<file path="src/include/cw_params.svh">
`ifndef CW_PARAMS_SVH
`define CW_PARAMS_SVH

// register map
`define CW_EXTCLK_ADDR   6'd38         // clock select, one byte
`define CW_TRIGSRC_ADDR  6'd39         // trigger sources and combine mode
`define CW_TRIGMOD_ADDR  6'd40         // trigger module and front-panel out enables
`define CW_IOROUTE_ADDR  6'd55         // 8-byte target i/o routing
`define CW_IOREAD_ADDR   6'd59         // sampled target lines, read only

// bus widths
`define CW_ADDR_W        6
`define CW_DATA_W        8
`define CW_CNT_W         16            // byte count within a multi-byte register
`define CW_LEN_W         16            // register length answer

`define CW_ROUTE_BYTES   8
`define CW_IO_LINES      4
`define CW_TRIG_SRCS     6             // fpa, fpb, line 1..4

// reset values
`define CW_EXTCLK_RST    8'h03
`define CW_TRIGSRC_RST   8'h01         // fpa enabled, or mode
`define CW_TRIGMOD_RST   8'h00
`define CW_ROUTE_RST     64'h0000_0000_0000_0201 // line 1 tx, line 2 rx

// soft-start pwm
`define CW_PWM_W         4             // pwm counter width, period 16 clocks
`define CW_PWM_OFF       11            // power held off while pwm count is below this
`define CW_SOFT_W        3             // ramp length in pwm periods

`endif

</file>
<file path="src/logic/cw_pkg.sv">
`include "cw_params.svh"

package cw_pkg;

	typedef struct packed {
		logic [`CW_ADDR_W-1:0] addr;      // register address
		logic [`CW_CNT_W-1:0]  bytecnt;   // byte index for multi-byte registers
		logic [`CW_DATA_W-1:0] wr_data;
		logic                  rd;        // single-cycle read strobe
		logic                  wr;        // single-cycle write strobe
	} cw_reg_bus_t;

	typedef struct packed {
		logic       spare;
		logic [1:0] rear_src;             // rear clock out source, storage only
		logic [1:0] fpa_sel;              // front panel a drive: trig, clkgen, glitch, hi-z
		logic [2:0] src_sel;              // fabric clock source
	} cw_extclk_t;

	typedef struct packed {
		logic [1:0]               mode;   // 0 or, 1 and, 2 nand
		logic [`CW_TRIG_SRCS-1:0] en;     // line4..line1, fpb, fpa
	} cw_trigsrc_t;

	typedef struct packed {
		logic [2:0] spare;
		logic       fpb_oe;               // drive trigger onto front panel b
		logic       fpa_oe;               // drive trigger onto front panel a
		logic [2:0] mod_sel;              // trigger module
	} cw_trigmod_t;

	typedef struct packed {
		logic gpio_en;                    // drive gpio_state onto the line
		logic gpio_state;
		logic uart_oc;                    // uart tx open collector, line 3 only
		logic usi_oc;                     // usi out open collector, line 3 only
		logic usi_in;                     // line feeds usi in
		logic usi_out;                    // line driven by usi out
		logic uart_rx;                    // line feeds uart rx
		logic uart_tx;                    // line driven by uart tx
	} cw_gpio_route_t;

	typedef struct packed {
		logic [1:0] spare_hi;
		logic [1:0] sc_setup;             // smart-card setup, storage only
		logic       spare_lo;
		logic       fast_start;           // skip the pwm soft start
		logic       power_off;            // target power off request
		logic       prog_en;              // avr programming enable
	} cw_extra_t;

	typedef struct packed {
		logic [1:0] spare;
		logic       pdic;
		logic       pdic_en;
		logic       pdid;
		logic       pdid_en;
		logic       nrst;
		logic       nrst_en;
	} cw_extra_gpio_t;

	typedef struct packed {
		logic [7:0]           reserved;   // byte 7
		cw_extra_gpio_t       extra_gpio; // byte 6
		cw_extra_t            extra;      // byte 5
		logic [7:0]           glitch;     // byte 4, storage only
		cw_gpio_route_t [3:0] gpio;       // bytes 3..0, gpio[0] is line 1
	} cw_route_cfg_t;

	typedef struct packed {
		logic oe;                         // output enable
		logic val;                        // drive value when enabled
	} cw_pin_t;

	typedef struct packed {
		logic    prog_en;
		cw_pin_t nrst;
		cw_pin_t pdid;
		cw_pin_t pdic;
	} cw_ctrl_pins_t;

endpackage

</file>
<file path="src/logic/clk_route.sv">
`timescale 1ns/1ns

module clk_route (
	input  cw_pkg::cw_extclk_t extclk_i,
	input  logic               trigger_i,     // final trigger, may drive fpa
	input  logic               fpb_clk_i,
	input  logic               pll_clk_i,
	input  logic               rear_clk_i,
	input  logic               clkgen_i,
	input  logic               glitchclk_i,
	output logic               extclk_o,      // fabric clock source
	output cw_pkg::cw_pin_t    fpa_clk_pin_o
);
	import cw_pkg::*;

	// plain fabric mux, no phase relation assumed between sources
	always_comb begin
		case (extclk_i.src_sel)
			3'd1:    extclk_o = fpb_clk_i;
			3'd2:    extclk_o = pll_clk_i;
			3'd3:    extclk_o = rear_clk_i;
			default: extclk_o = 1'b0;         // fpa as source not supported
		endcase
	end

	always_comb begin
		case (extclk_i.fpa_sel)
			2'd0:    fpa_clk_pin_o = '{oe: 1'b1, val: trigger_i};
			2'd1:    fpa_clk_pin_o = '{oe: 1'b1, val: clkgen_i};
			2'd2:    fpa_clk_pin_o = '{oe: 1'b1, val: glitchclk_i};
			default: fpa_clk_pin_o = '{oe: 1'b0, val: 1'b0}; // hi-z, pin usable as input
		endcase
	end

endmodule

</file>
<file path="src/logic/cw_io_top.sv">
`timescale 1ns/1ns
`include "cw_params.svh"

module cw_io_top (
	input  logic                                  clk,
	input  logic                                  reset,
	input  cw_pkg::cw_reg_bus_t                   bus_i,
	input  logic [`CW_ADDR_W-1:0]                 hyp_addr_i,
	input  logic                                  fpa_i,
	input  logic                                  fpb_i,
	input  logic [`CW_IO_LINES-1:0]               io_trig_i,
	input  logic                                  advio_i,
	input  logic                                  anapattern_i,
	input  logic                                  decodedio_i,
	input  logic                                  fpb_clk_i,
	input  logic                                  pll_clk_i,
	input  logic                                  rear_clk_i,
	input  logic                                  clkgen_i,
	input  logic                                  glitchclk_i,
	input  logic                                  uart_tx_i,
	input  logic                                  usi_out_i,
	input  logic [`CW_IO_LINES-1:0]               io_lines_i,
	output logic [`CW_DATA_W-1:0]                 rd_data_o,
	output logic                                  rd_valid_o,
	output logic [`CW_LEN_W-1:0]                  hyp_len_o,
	output logic                                  trigger_o,
	output logic                                  trig_ext_o,
	output logic                                  extclk_o,
	output cw_pkg::cw_pin_t                       fpa_pin_o,
	output cw_pkg::cw_pin_t                       fpb_pin_o,
	output cw_pkg::cw_pin_t                       fpa_clk_pin_o,
	output cw_pkg::cw_pin_t [`CW_IO_LINES-1:0]    io_pins_o,
	output logic                                  uart_rx_o,
	output logic                                  usi_in_o,
	output cw_pkg::cw_ctrl_pins_t                 ctrl_pins_o,
	output logic                                  power_off_o
);
	import cw_pkg::*;

	cw_extclk_t    extclk_cfg;
	cw_trigsrc_t   trigsrc_cfg;
	cw_trigmod_t   trigmod_cfg;
	cw_route_cfg_t route_cfg;
	logic          lines_hiz;               // power off releases target lines

	cw_reg_ctrl cw_reg_ctrl_i (
		.clk, .reset, .bus_i, .hyp_addr_i, .io_lines_i,
		.rd_data_o, .rd_valid_o, .hyp_len_o,
		.extclk_o(extclk_cfg), .trigsrc_o(trigsrc_cfg),
		.trigmod_o(trigmod_cfg), .route_o(route_cfg)
	);

	trig_combine trig_combine_i (
		.trigsrc_i(trigsrc_cfg), .trigmod_i(trigmod_cfg),
		.fpa_i, .fpb_i, .io_trig_i, .advio_i, .anapattern_i, .decodedio_i,
		.trig_ext_o, .trigger_o, .fpa_pin_o, .fpb_pin_o
	);

	clk_route clk_route_i (
		.extclk_i(extclk_cfg), .trigger_i(trigger_o),
		.fpb_clk_i, .pll_clk_i, .rear_clk_i, .clkgen_i, .glitchclk_i,
		.extclk_o, .fpa_clk_pin_o
	);

	target_power target_power_i (
		.clk, .reset, .extra_i(route_cfg.extra),
		.power_off_o, .lines_hiz_o(lines_hiz)
	);

	target_io_route target_io_route_i (
		.route_i(route_cfg), .lines_hiz_i(lines_hiz),
		.uart_tx_i, .usi_out_i, .io_lines_i,
		.io_pins_o, .uart_rx_o, .usi_in_o, .ctrl_pins_o
	);

endmodule

</file>
<file path="src/logic/cw_reg_ctrl.sv">
`timescale 1ns/1ns
`include "cw_params.svh"

module cw_reg_ctrl (
	input  logic                   clk,
	input  logic                   reset,
	input  cw_pkg::cw_reg_bus_t    bus_i,
	input  logic [`CW_ADDR_W-1:0]  hyp_addr_i,    // length query address
	input  logic [`CW_IO_LINES-1:0] io_lines_i,   // target lines for readback
	output logic [`CW_DATA_W-1:0]  rd_data_o,
	output logic                   rd_valid_o,
	output logic [`CW_LEN_W-1:0]   hyp_len_o,
	output cw_pkg::cw_extclk_t     extclk_o,
	output cw_pkg::cw_trigsrc_t    trigsrc_o,
	output cw_pkg::cw_trigmod_t    trigmod_o,
	output cw_pkg::cw_route_cfg_t  route_o
);
	import cw_pkg::*;

	localparam int SEL_W = $clog2(`CW_ROUTE_BYTES);

	cw_extclk_t              extclk_q;
	cw_trigsrc_t             trigsrc_q;
	cw_trigmod_t             trigmod_q;
	cw_route_cfg_t           route_q;
	logic [`CW_IO_LINES-1:0] ioread_q;     // sampled target lines
	logic [`CW_DATA_W-1:0]   rd_data_q;
	logic                    rd_valid_q;
	logic                    rd_hit;       // address is a known register
	logic [SEL_W-1:0]        byte_sel;     // routing byte lane

	assign byte_sel = bus_i.bytecnt[SEL_W-1:0];

	always_comb begin
		case (bus_i.addr)
			`CW_EXTCLK_ADDR,
			`CW_TRIGSRC_ADDR,
			`CW_TRIGMOD_ADDR,
			`CW_IOROUTE_ADDR,
			`CW_IOREAD_ADDR: rd_hit = 1'b1;
			default:         rd_hit = 1'b0;
		endcase
	end

	// register writes, readback address has no storage to write
	always_ff @(posedge clk) begin
		if (reset) begin
			extclk_q  <= `CW_EXTCLK_RST;
			trigsrc_q <= `CW_TRIGSRC_RST;
			trigmod_q <= `CW_TRIGMOD_RST;
			route_q   <= `CW_ROUTE_RST;
		end else if (bus_i.wr) begin
			case (bus_i.addr)
				`CW_EXTCLK_ADDR:  extclk_q  <= bus_i.wr_data;
				`CW_TRIGSRC_ADDR: trigsrc_q <= bus_i.wr_data;
				`CW_TRIGMOD_ADDR: trigmod_q <= bus_i.wr_data;
				`CW_IOROUTE_ADDR: route_q[byte_sel*`CW_DATA_W +: `CW_DATA_W] <= bus_i.wr_data;
				default: ;                       // readback and unknown addresses ignored
			endcase
		end
	end

	// target lines sampled every clock
	always_ff @(posedge clk) begin
		if (reset) begin
			ioread_q <= '0;
		end else begin
			ioread_q <= io_lines_i;
		end
	end

	// read data captured on the strobe edge, cleared when no read is answered
	always_ff @(posedge clk) begin
		if (reset || !bus_i.rd) begin
			rd_data_q <= '0;
		end else begin
			case (bus_i.addr)
				`CW_EXTCLK_ADDR:  rd_data_q <= extclk_q;
				`CW_TRIGSRC_ADDR: rd_data_q <= trigsrc_q;
				`CW_TRIGMOD_ADDR: rd_data_q <= trigmod_q;
				`CW_IOROUTE_ADDR: rd_data_q <= route_q[byte_sel*`CW_DATA_W +: `CW_DATA_W];
				`CW_IOREAD_ADDR:  rd_data_q <= `CW_DATA_W'(ioread_q); // lines in bits 3:0
				default:          rd_data_q <= '0;
			endcase
		end
	end

	always_ff @(posedge clk) begin
		if (reset) begin
			rd_valid_q <= 1'b0;
		end else begin
			rd_valid_q <= bus_i.rd & rd_hit;     // valid only for the cycle after the strobe
		end
	end

	assign rd_valid_o = rd_valid_q;
	assign rd_data_o  = rd_data_q;               // bus reads zero when idle

	// length lookup, combinational from the query address
	always_comb begin
		case (hyp_addr_i)
			`CW_EXTCLK_ADDR,
			`CW_TRIGSRC_ADDR,
			`CW_TRIGMOD_ADDR,
			`CW_IOREAD_ADDR:  hyp_len_o = `CW_LEN_W'(1);
			`CW_IOROUTE_ADDR: hyp_len_o = `CW_LEN_W'(`CW_ROUTE_BYTES);
			default:          hyp_len_o = '0;
		endcase
	end

	assign extclk_o  = extclk_q;
	assign trigsrc_o = trigsrc_q;
	assign trigmod_o = trigmod_q;
	assign route_o   = route_q;

endmodule

</file>
<file path="src/logic/target_io_route.sv">
`timescale 1ns/1ns
`include "cw_params.svh"

module target_io_route (
	input  cw_pkg::cw_route_cfg_t                 route_i,
	input  logic                                  lines_hiz_i,  // target power off
	input  logic                                  uart_tx_i,
	input  logic                                  usi_out_i,
	input  logic [`CW_IO_LINES-1:0]               io_lines_i,   // line input side
	output cw_pkg::cw_pin_t [`CW_IO_LINES-1:0]    io_pins_o,
	output logic                                  uart_rx_o,
	output logic                                  usi_in_o,
	output cw_pkg::cw_ctrl_pins_t                 ctrl_pins_o
);
	import cw_pkg::*;

	localparam int RX_LINES = 3;             // line 4 has no receive path
	localparam int OC_LINE  = 2;             // line 3 carries the open-collector modes

	// drive priority for one line, lower bits of the route byte win
	function automatic cw_pin_t route_line(input cw_gpio_route_t cfg, input logic usi_ok,
			input logic oc_ok, input logic tx, input logic usi);
		cw_pin_t pin;
		pin = '{oe: 1'b0, val: 1'b0};        // released
		if (cfg.uart_tx) begin
			pin = '{oe: 1'b1, val: tx};
		end else if (usi_ok && cfg.usi_out) begin
			pin = '{oe: 1'b1, val: usi};
		end else if (oc_ok && cfg.usi_oc) begin
			pin = '{oe: ~usi, val: 1'b0};    // pull low only
		end else if (oc_ok && cfg.uart_oc) begin
			pin = '{oe: ~tx, val: 1'b0};
		end else if (cfg.gpio_en) begin
			pin = '{oe: 1'b1, val: cfg.gpio_state};
		end
		return pin;
	endfunction

	for (genvar i = 0; i < `CW_IO_LINES; i++) begin : g_line
		assign io_pins_o[i] = lines_hiz_i ? cw_pin_t'('0) :
			route_line(route_i.gpio[i], 1'(i < RX_LINES), 1'(i == OC_LINE),
				uart_tx_i, usi_out_i);
	end

	// receive selects, lowest numbered line wins, idle high
	always_comb begin
		uart_rx_o = 1'b1;
		usi_in_o  = 1'b1;
		for (int i = RX_LINES - 1; i >= 0; i--) begin
			if (route_i.gpio[i].uart_rx) begin
				uart_rx_o = io_lines_i[i];
			end
			if (route_i.gpio[i].usi_in) begin
				usi_in_o = io_lines_i[i];
			end
		end
	end

	// programming and gpio-style control pins
	assign ctrl_pins_o.prog_en = route_i.extra.prog_en;
	assign ctrl_pins_o.nrst    = '{oe: route_i.extra_gpio.nrst_en, val: route_i.extra_gpio.nrst};
	assign ctrl_pins_o.pdid    = '{oe: route_i.extra_gpio.pdid_en, val: route_i.extra_gpio.pdid};
	assign ctrl_pins_o.pdic    = '{oe: route_i.extra_gpio.pdic_en, val: route_i.extra_gpio.pdic};

endmodule

</file>
<file path="src/logic/target_power.sv">
`timescale 1ns/1ns
`include "cw_params.svh"

module target_power (
	input  logic              clk,
	input  logic              reset,
	input  cw_pkg::cw_extra_t extra_i,
	output logic              power_off_o,   // target power switch, 1 is off
	output logic              lines_hiz_o    // release target lines while off
);
	import cw_pkg::*;

	logic                  power_q;          // registered power-off bit
	logic                  power_prev_q;     // for off-to-on edge
	logic                  soft_on_q;        // soft start armed
	logic [`CW_PWM_W-1:0]  pwm_cnt_q;        // free-running pwm
	logic [`CW_SOFT_W-1:0] soft_cnt_q;       // pwm periods into the ramp
	logic                  ramp_active;
	logic                  pwm_off;

	always_ff @(posedge clk) begin
		if (reset) begin
			power_q      <= 1'b0;
			power_prev_q <= 1'b0;
			pwm_cnt_q    <= '0;
		end else begin
			power_q      <= extra_i.power_off;
			power_prev_q <= power_q;
			pwm_cnt_q    <= pwm_cnt_q + 1'b1;
		end
	end

	// arm on off-to-on change with slow start, any off request disarms
	always_ff @(posedge clk) begin
		if (reset) begin
			soft_on_q <= 1'b0;
		end else if (power_q) begin
			soft_on_q <= 1'b0;
		end else if (power_prev_q && !extra_i.fast_start) begin
			soft_on_q <= 1'b1;
		end else if (soft_cnt_q == '1) begin
			soft_on_q <= 1'b0;               // ramp finished
		end
	end

	always_ff @(posedge clk) begin
		if (reset || !soft_on_q) begin
			soft_cnt_q <= '0;
		end else if (pwm_cnt_q == '0 && soft_cnt_q != '1) begin
			soft_cnt_q <= soft_cnt_q + 1'b1; // one step per pwm period
		end
	end

	assign ramp_active = soft_on_q && (soft_cnt_q != '1);
	assign pwm_off     = (pwm_cnt_q < `CW_PWM_W'(`CW_PWM_OFF));

	assign power_off_o = power_q | (ramp_active & pwm_off);
	assign lines_hiz_o = power_q;

endmodule

</file>
<file path="src/logic/trig_combine.sv">
`timescale 1ns/1ns
`include "cw_params.svh"

module trig_combine (
	input  cw_pkg::cw_trigsrc_t     trigsrc_i,
	input  cw_pkg::cw_trigmod_t     trigmod_i,
	input  logic                    fpa_i,         // front panel a input side
	input  logic                    fpb_i,         // front panel b input side
	input  logic [`CW_IO_LINES-1:0] io_trig_i,     // target lines 4..1
	input  logic                    advio_i,       // advanced io module
	input  logic                    anapattern_i,  // analog pattern module
	input  logic                    decodedio_i,   // decoded io module
	output logic                    trig_ext_o,    // combined external trigger
	output logic                    trigger_o,     // selected module trigger
	output cw_pkg::cw_pin_t         fpa_pin_o,
	output cw_pkg::cw_pin_t         fpb_pin_o
);
	import cw_pkg::*;

	logic [`CW_TRIG_SRCS-1:0] src;       // same bit order as the enable field
	logic                     trig_or;
	logic                     trig_and;

	assign src = {io_trig_i, fpb_i, fpa_i};

	assign trig_or  = |(trigsrc_i.en & src);
	assign trig_and = &(~trigsrc_i.en | src); // disabled sources read as true

	always_comb begin
		case (trigsrc_i.mode)
			2'd0:    trig_ext_o = trig_or;
			2'd1:    trig_ext_o = trig_and;
			2'd2:    trig_ext_o = ~trig_and;
			default: trig_ext_o = 1'b0;
		endcase
	end

	// module select
	always_comb begin
		case (trigmod_i.mod_sel)
			3'd0:    trigger_o = trig_ext_o;
			3'd1:    trigger_o = advio_i;
			3'd2:    trigger_o = anapattern_i;
			3'd3:    trigger_o = decodedio_i;
			default: trigger_o = 1'b0;
		endcase
	end

	// front panel pins carry the final trigger when enabled
	assign fpa_pin_o = '{oe: trigmod_i.fpa_oe, val: trigger_o};
	assign fpb_pin_o = '{oe: trigmod_i.fpb_oe, val: trigger_o};

endmodule

</file>
<file path="config.mk">
export PLATFORM = sky130hd
export DESIGN_NAME = cw_io_top
export DESIGN_NICKNAME = d
export VERILOG_FILES = /design/src/logic/cw_pkg.sv /design/src/logic/clk_route.sv /design/src/logic/cw_io_top.sv /design/src/logic/cw_reg_ctrl.sv /design/src/logic/target_io_route.sv /design/src/logic/target_power.sv /design/src/logic/trig_combine.sv
export VERILOG_INCLUDE_DIRS = /design/src /design/src/include
export SDC_FILE = /design/constraint.sdc
export NUM_CORES = 1
export LEC_CHECK = 0
export ABC_AREA = 0
export BUFFER_PORTS_ARGS = -buffer_cell sky130_fd_sc_hd__buf_2
export CAP_MARGIN = 0
export CELL_PAD_IN_SITES_DETAIL_PLACEMENT = 0
export CELL_PAD_IN_SITES_GLOBAL_PLACEMENT = 1
export CORE_MARGIN = 4
export CORE_UTILIZATION = 43
export CTS_BUF_LIST = sky130_fd_sc_hd__clkbuf_8
export DETAILED_ROUTE_END_ITERATION = 7
export GPL_ROUTABILITY_DRIVEN = 0
export PLACE_DENSITY_LB_ADDON = 0.1
export SYNTH_ARGS = -nofsm -noshare
export SYNTH_HDL_FRONTEND = slang
export SYNTH_SLANG_ARGS = --single-unit
</file>
<file path="constraint.sdc">
create_clock -name clk -period 2.5 [get_ports clk]
set_clock_uncertainty 0.15 [all_clocks]
set_input_delay 0.125 -clock clk [delete_from_list [all_inputs] [get_ports clk]]
set_output_delay 0.125 -clock clk [all_outputs]
set_load 0.05 [all_outputs]
</file>
==> flow_summary.toml <==
[logic_synthesis]
netlist-cell-type-count = 51
synth_mux_area_share_pct = 16.2
yosys.area_share.simple_pct = 22.6
synth_top_family_by_area = "simple AND/OR/NAND/NOR gates"
synth-edff-count = 0
synthAdderAreaFrac_pct = 1.37
avgSynthCellArea_um2 = 8.75
synth_xor_area_share_pct = 0.478
ys_ff_latch = 111
synth-async-reset-ratio_pct = 0
yosysWarnings = 0
synth_area_um2 = 5500
ys_seq_area_share_pct = 40.4
synthCells = 628
synth_compound_area_share_pct = 11.7
dominantRegCellSynth = "dfxtp_1"

[layout]
area_delta_synth_final_pct = 16.1
finish.utilization_pct = 50.8
antenna_cells = 0
fillers = 1245
multi_input_area_um2 = 2970
drive_gt1_share_pct = 24.1
final-seq-area_um2 = 2230
nets = 778

[power_and_ir_drop]
leakage_nw = 2.50
power.density_nw_per_um2 = 493
seqPwrFrac_pct = 56.8
pwr-share-comb_pct = 12.4
internal-power_w = 0.00230
p_switching_w = 0.000841
ir_drop_mv = 0.353
p_clk_share_pct = 30.9
switching_share_pct = 26.8

[worst_setup_path]
slowest_delay_ns = 0.36
start_kind = "register"
worstSetupPathType = "register to primary output"
cp_data_required_time_ns = 2.23
cp.arrival_ns = 2.31
r2r_cells = 5
startpoint = "cw_reg_ctrl_i.trigsrc_o[2]$_SDFFE_PP0P_"
regToRegStartpoint = "cw_reg_ctrl_i.route_o[23]$_SDFFE_PP0P_"
crit_path_end_kind = "primary output"
crit_path_max_fanout = 4
crit_slowest_cell = "a2111oi_4"
r2r_setup_slack_ns = 0.82
reg2reg_to = "cw_reg_ctrl_i.rd_data_o[7]$_SDFF_PP0_"
crit_chain = "nor2b_4 -> a2111oi_4 -> a21boi_2 -> or3_4 -> a221oi_4 -> a21o_4 -> buf_8"

[floorplanning]
fp.dieArea_um2 = 14700
core_um2 = 12600
die_y_um = 121
initial_core_util_pct = 43.7
ioPinCount = 112
num_rows = 41
die_w_um = 121

[timing]
fin_setup_tns_ns = -0.203
finalSetupViolCount = 4
fin_crit_ns = 2.58
fin_ws_ns = -0.0849
max_freq_ghz = 0.387
final_hold_viol_count = 0
final.period_utilization_pct = 103
worst_pin_slew_ns = 0.629
rsz0062_at_grt = "true"
slew_headroom_pct = 58.1
slew_viol_final = 0

[clocking]
cts.sink_count = 111
cts_max_path_buffers = 2
cts_buffers = 9
htreeDepth = 3
root_buffer = "clkbuf_8"
path_clk_slew_ns = 0.09
cts_tree = "yes"
clk_latency_ns = 0.38

[place]
port_buffers = 84
dp_hpwl_um = 11200

[global_route]
overflow = 0
grt_pass1_vias = 4536
grt_max_degree = 58
antenna_found_initial = 0
grt_pass1_wl_um = 24400
grt_util_all_layers_pct = 21.6

[min_path]
holdPathStages = 5
min-delay-start = "bus_i[12]"
hp-class = "input port to register"
holdPathEnd = "cw_reg_ctrl_i.rd_data_o[1]$_SDFF_PP0_"

[routing]
firstDrtPassIters = 5
wl_per_cell_um = 17.8
drc = 0
postRouteWirelength_um = 15800
drtAntennaViolNets = 0
vias_per_cell = 5.32
drt_iter0_markers = 303
vias = 4723

[run_status]
status = "complete, but fails checks"
violations = "negative setup slack"

[run]
cap_viol_max_count = 0
==> synth_stat cells, drive strengths merged, types with 11 or more instances <==
cell | instances | area, µm²
nor3 | 14 | 96.4
a21oi | 63 | 315
clkbuf | 27 | 103
dfxtp | 111 | 2220
nor2b | 15 | 101
mux4 | 16 | 360
mux2i | 43 | 430
o21ai | 14 | 70.1
nor2 | 72 | 294
inv | 11 | 41.3
nand3 | 24 | 130
buf | 35 | 244
nand2 | 104 | 390
==> timing repair <==
item                                   CTS  global route
hold buffers                            15             0
pin swaps                                5             2
buffers inserted                         1             0
endpoints found under the hold margin   48             0
setup endpoints to repair                4             4
resized for setup                       16             0
==> power by group through the flow <==
stage	combinational (W)	clock, W	sequential [W]
3_5_place_dp	0.000361	0	0.00183
6_report	0.000389	0.000971	0.00178
5_1_grt	0.000415	0.00106	0.00179
3_3_place_gp	0.000357	0	0.00183
2_1_floorplan	0.000264	0	0.00182
4_1_cts	0.000388	0.000999	0.00178
==> worst max path at each step <==
stage                       end  cells past startpoint
3_3_place_gp   fpa_clk_pin_o[0]                      7
4_1_cts        fpa_clk_pin_o[0]                      7
6_report       fpa_clk_pin_o[0]                      7
2_1_floorplan      fpa_pin_o[0]                      6
5_1_grt        fpa_clk_pin_o[0]                      8
3_5_place_dp   fpa_clk_pin_o[0]                      7
==> critical path, delay by kind of cell, from the launching register on <==
kind / cells / cell delay (ns)
AND/OR/NAND/NOR: 2 / 0.48
flip-flops: 1 / 0.34
AO/OA/AOI/OAI: 4 / 0.96
buffers and inverters: 1 / 0.13
==> state kept, by name (all words and copies together) (netlist names) <==
name / flops
cw_reg_ctrl_i.extclk_o: 8
cw_reg_ctrl_i.ioread_q: 4
cw_reg_ctrl_i.rd_data_o: 8
cw_reg_ctrl_i.rd_valid_o: 1
cw_reg_ctrl_i.route_o: 64
cw_reg_ctrl_i.trigmod_o: 8
cw_reg_ctrl_i.trigsrc_o: 8
target_power_i.lines_hiz_o: 1
target_power_i.power_prev_q: 1
target_power_i.pwm_cnt_q: 4
target_power_i.soft_cnt_q: 3
target_power_i.soft_on_q: 1
==> cells in the final DEF, fill, tap and decap left out, types with 2 or more instances in the layout <==
master,n
a211o_1,4
a21oi_1,63
a222oi_1,9
a22oi_1,2
and2_1,7
buf_2,80
buf_4,25
clkbuf_8,11
conb_1,14
dfxtp_1,106
dfxtp_2,5
dlygate4sd3_1,15
ha_1,6
inv_1,13
mux2_2,9
mux2i_1,43
mux4_2,16
nand2_1,104
nand2b_1,7
nand3_1,22
nand3_2,2
nand3b_1,5
nand4_1,4
nor2_1,68
nor2_2,3
nor2b_1,12
nor2b_4,2
nor3_1,10
nor3_2,3
nor4_1,2
o21ai_0,14
or3_1,3
xnor2_1,2
==> metal layers <==
metal	up-vias	global-route usage, %	wire length, µm
met3	25	4.71	919
met4	0	7.01	394
li1	2299	-	-
met1	2244	29.7	7220
met2	155	33.9	7220
met5	-	0	0
==> per-stage QoR <==
step | cells | instance area, µm² | setup slack (ns) | power, W | hold WS [ns]
after CTS | 887 | 6380 | -0.130 | 0.00317 | 0.0427
after global routing | 887 | 6380 | -0.187 | 0.00326 | 0.0702
after global placement | 857 | 6020 | 0.196 | 0.00218 | 0.193
final | 887 | 6380 | -0.0849 | 0.00314 | 0.0754
after floorplan | 641 | 5560 | 0.0423 | 0.00209 | 0.103
after detailed placement | 857 | 6020 | 0.169 | 0.00219 | 0.202
==> layout make-up <==
class                   count  area share, %
multi-input cells         456           46.5
flip-flops and latches    111           34.9
repair buffers            122           12.0
well taps                 172           3.37
clock buffers              11           2.37
inverters                  12          0.706
clock inverters             3          0.196
==> logic make-up after synthesis <==
logic type / after synthesis
AND/OR/NAND/NOR: 263
flip-flops: 111
AO/OA/AOI/OAI: 102
buffers and inverters: 74
multiplexers: 68
adder cells (fa/ha/maj): 6
XOR/XNOR: 3
other: 1
Note: power is estimated with default switching activity, not from simulation.
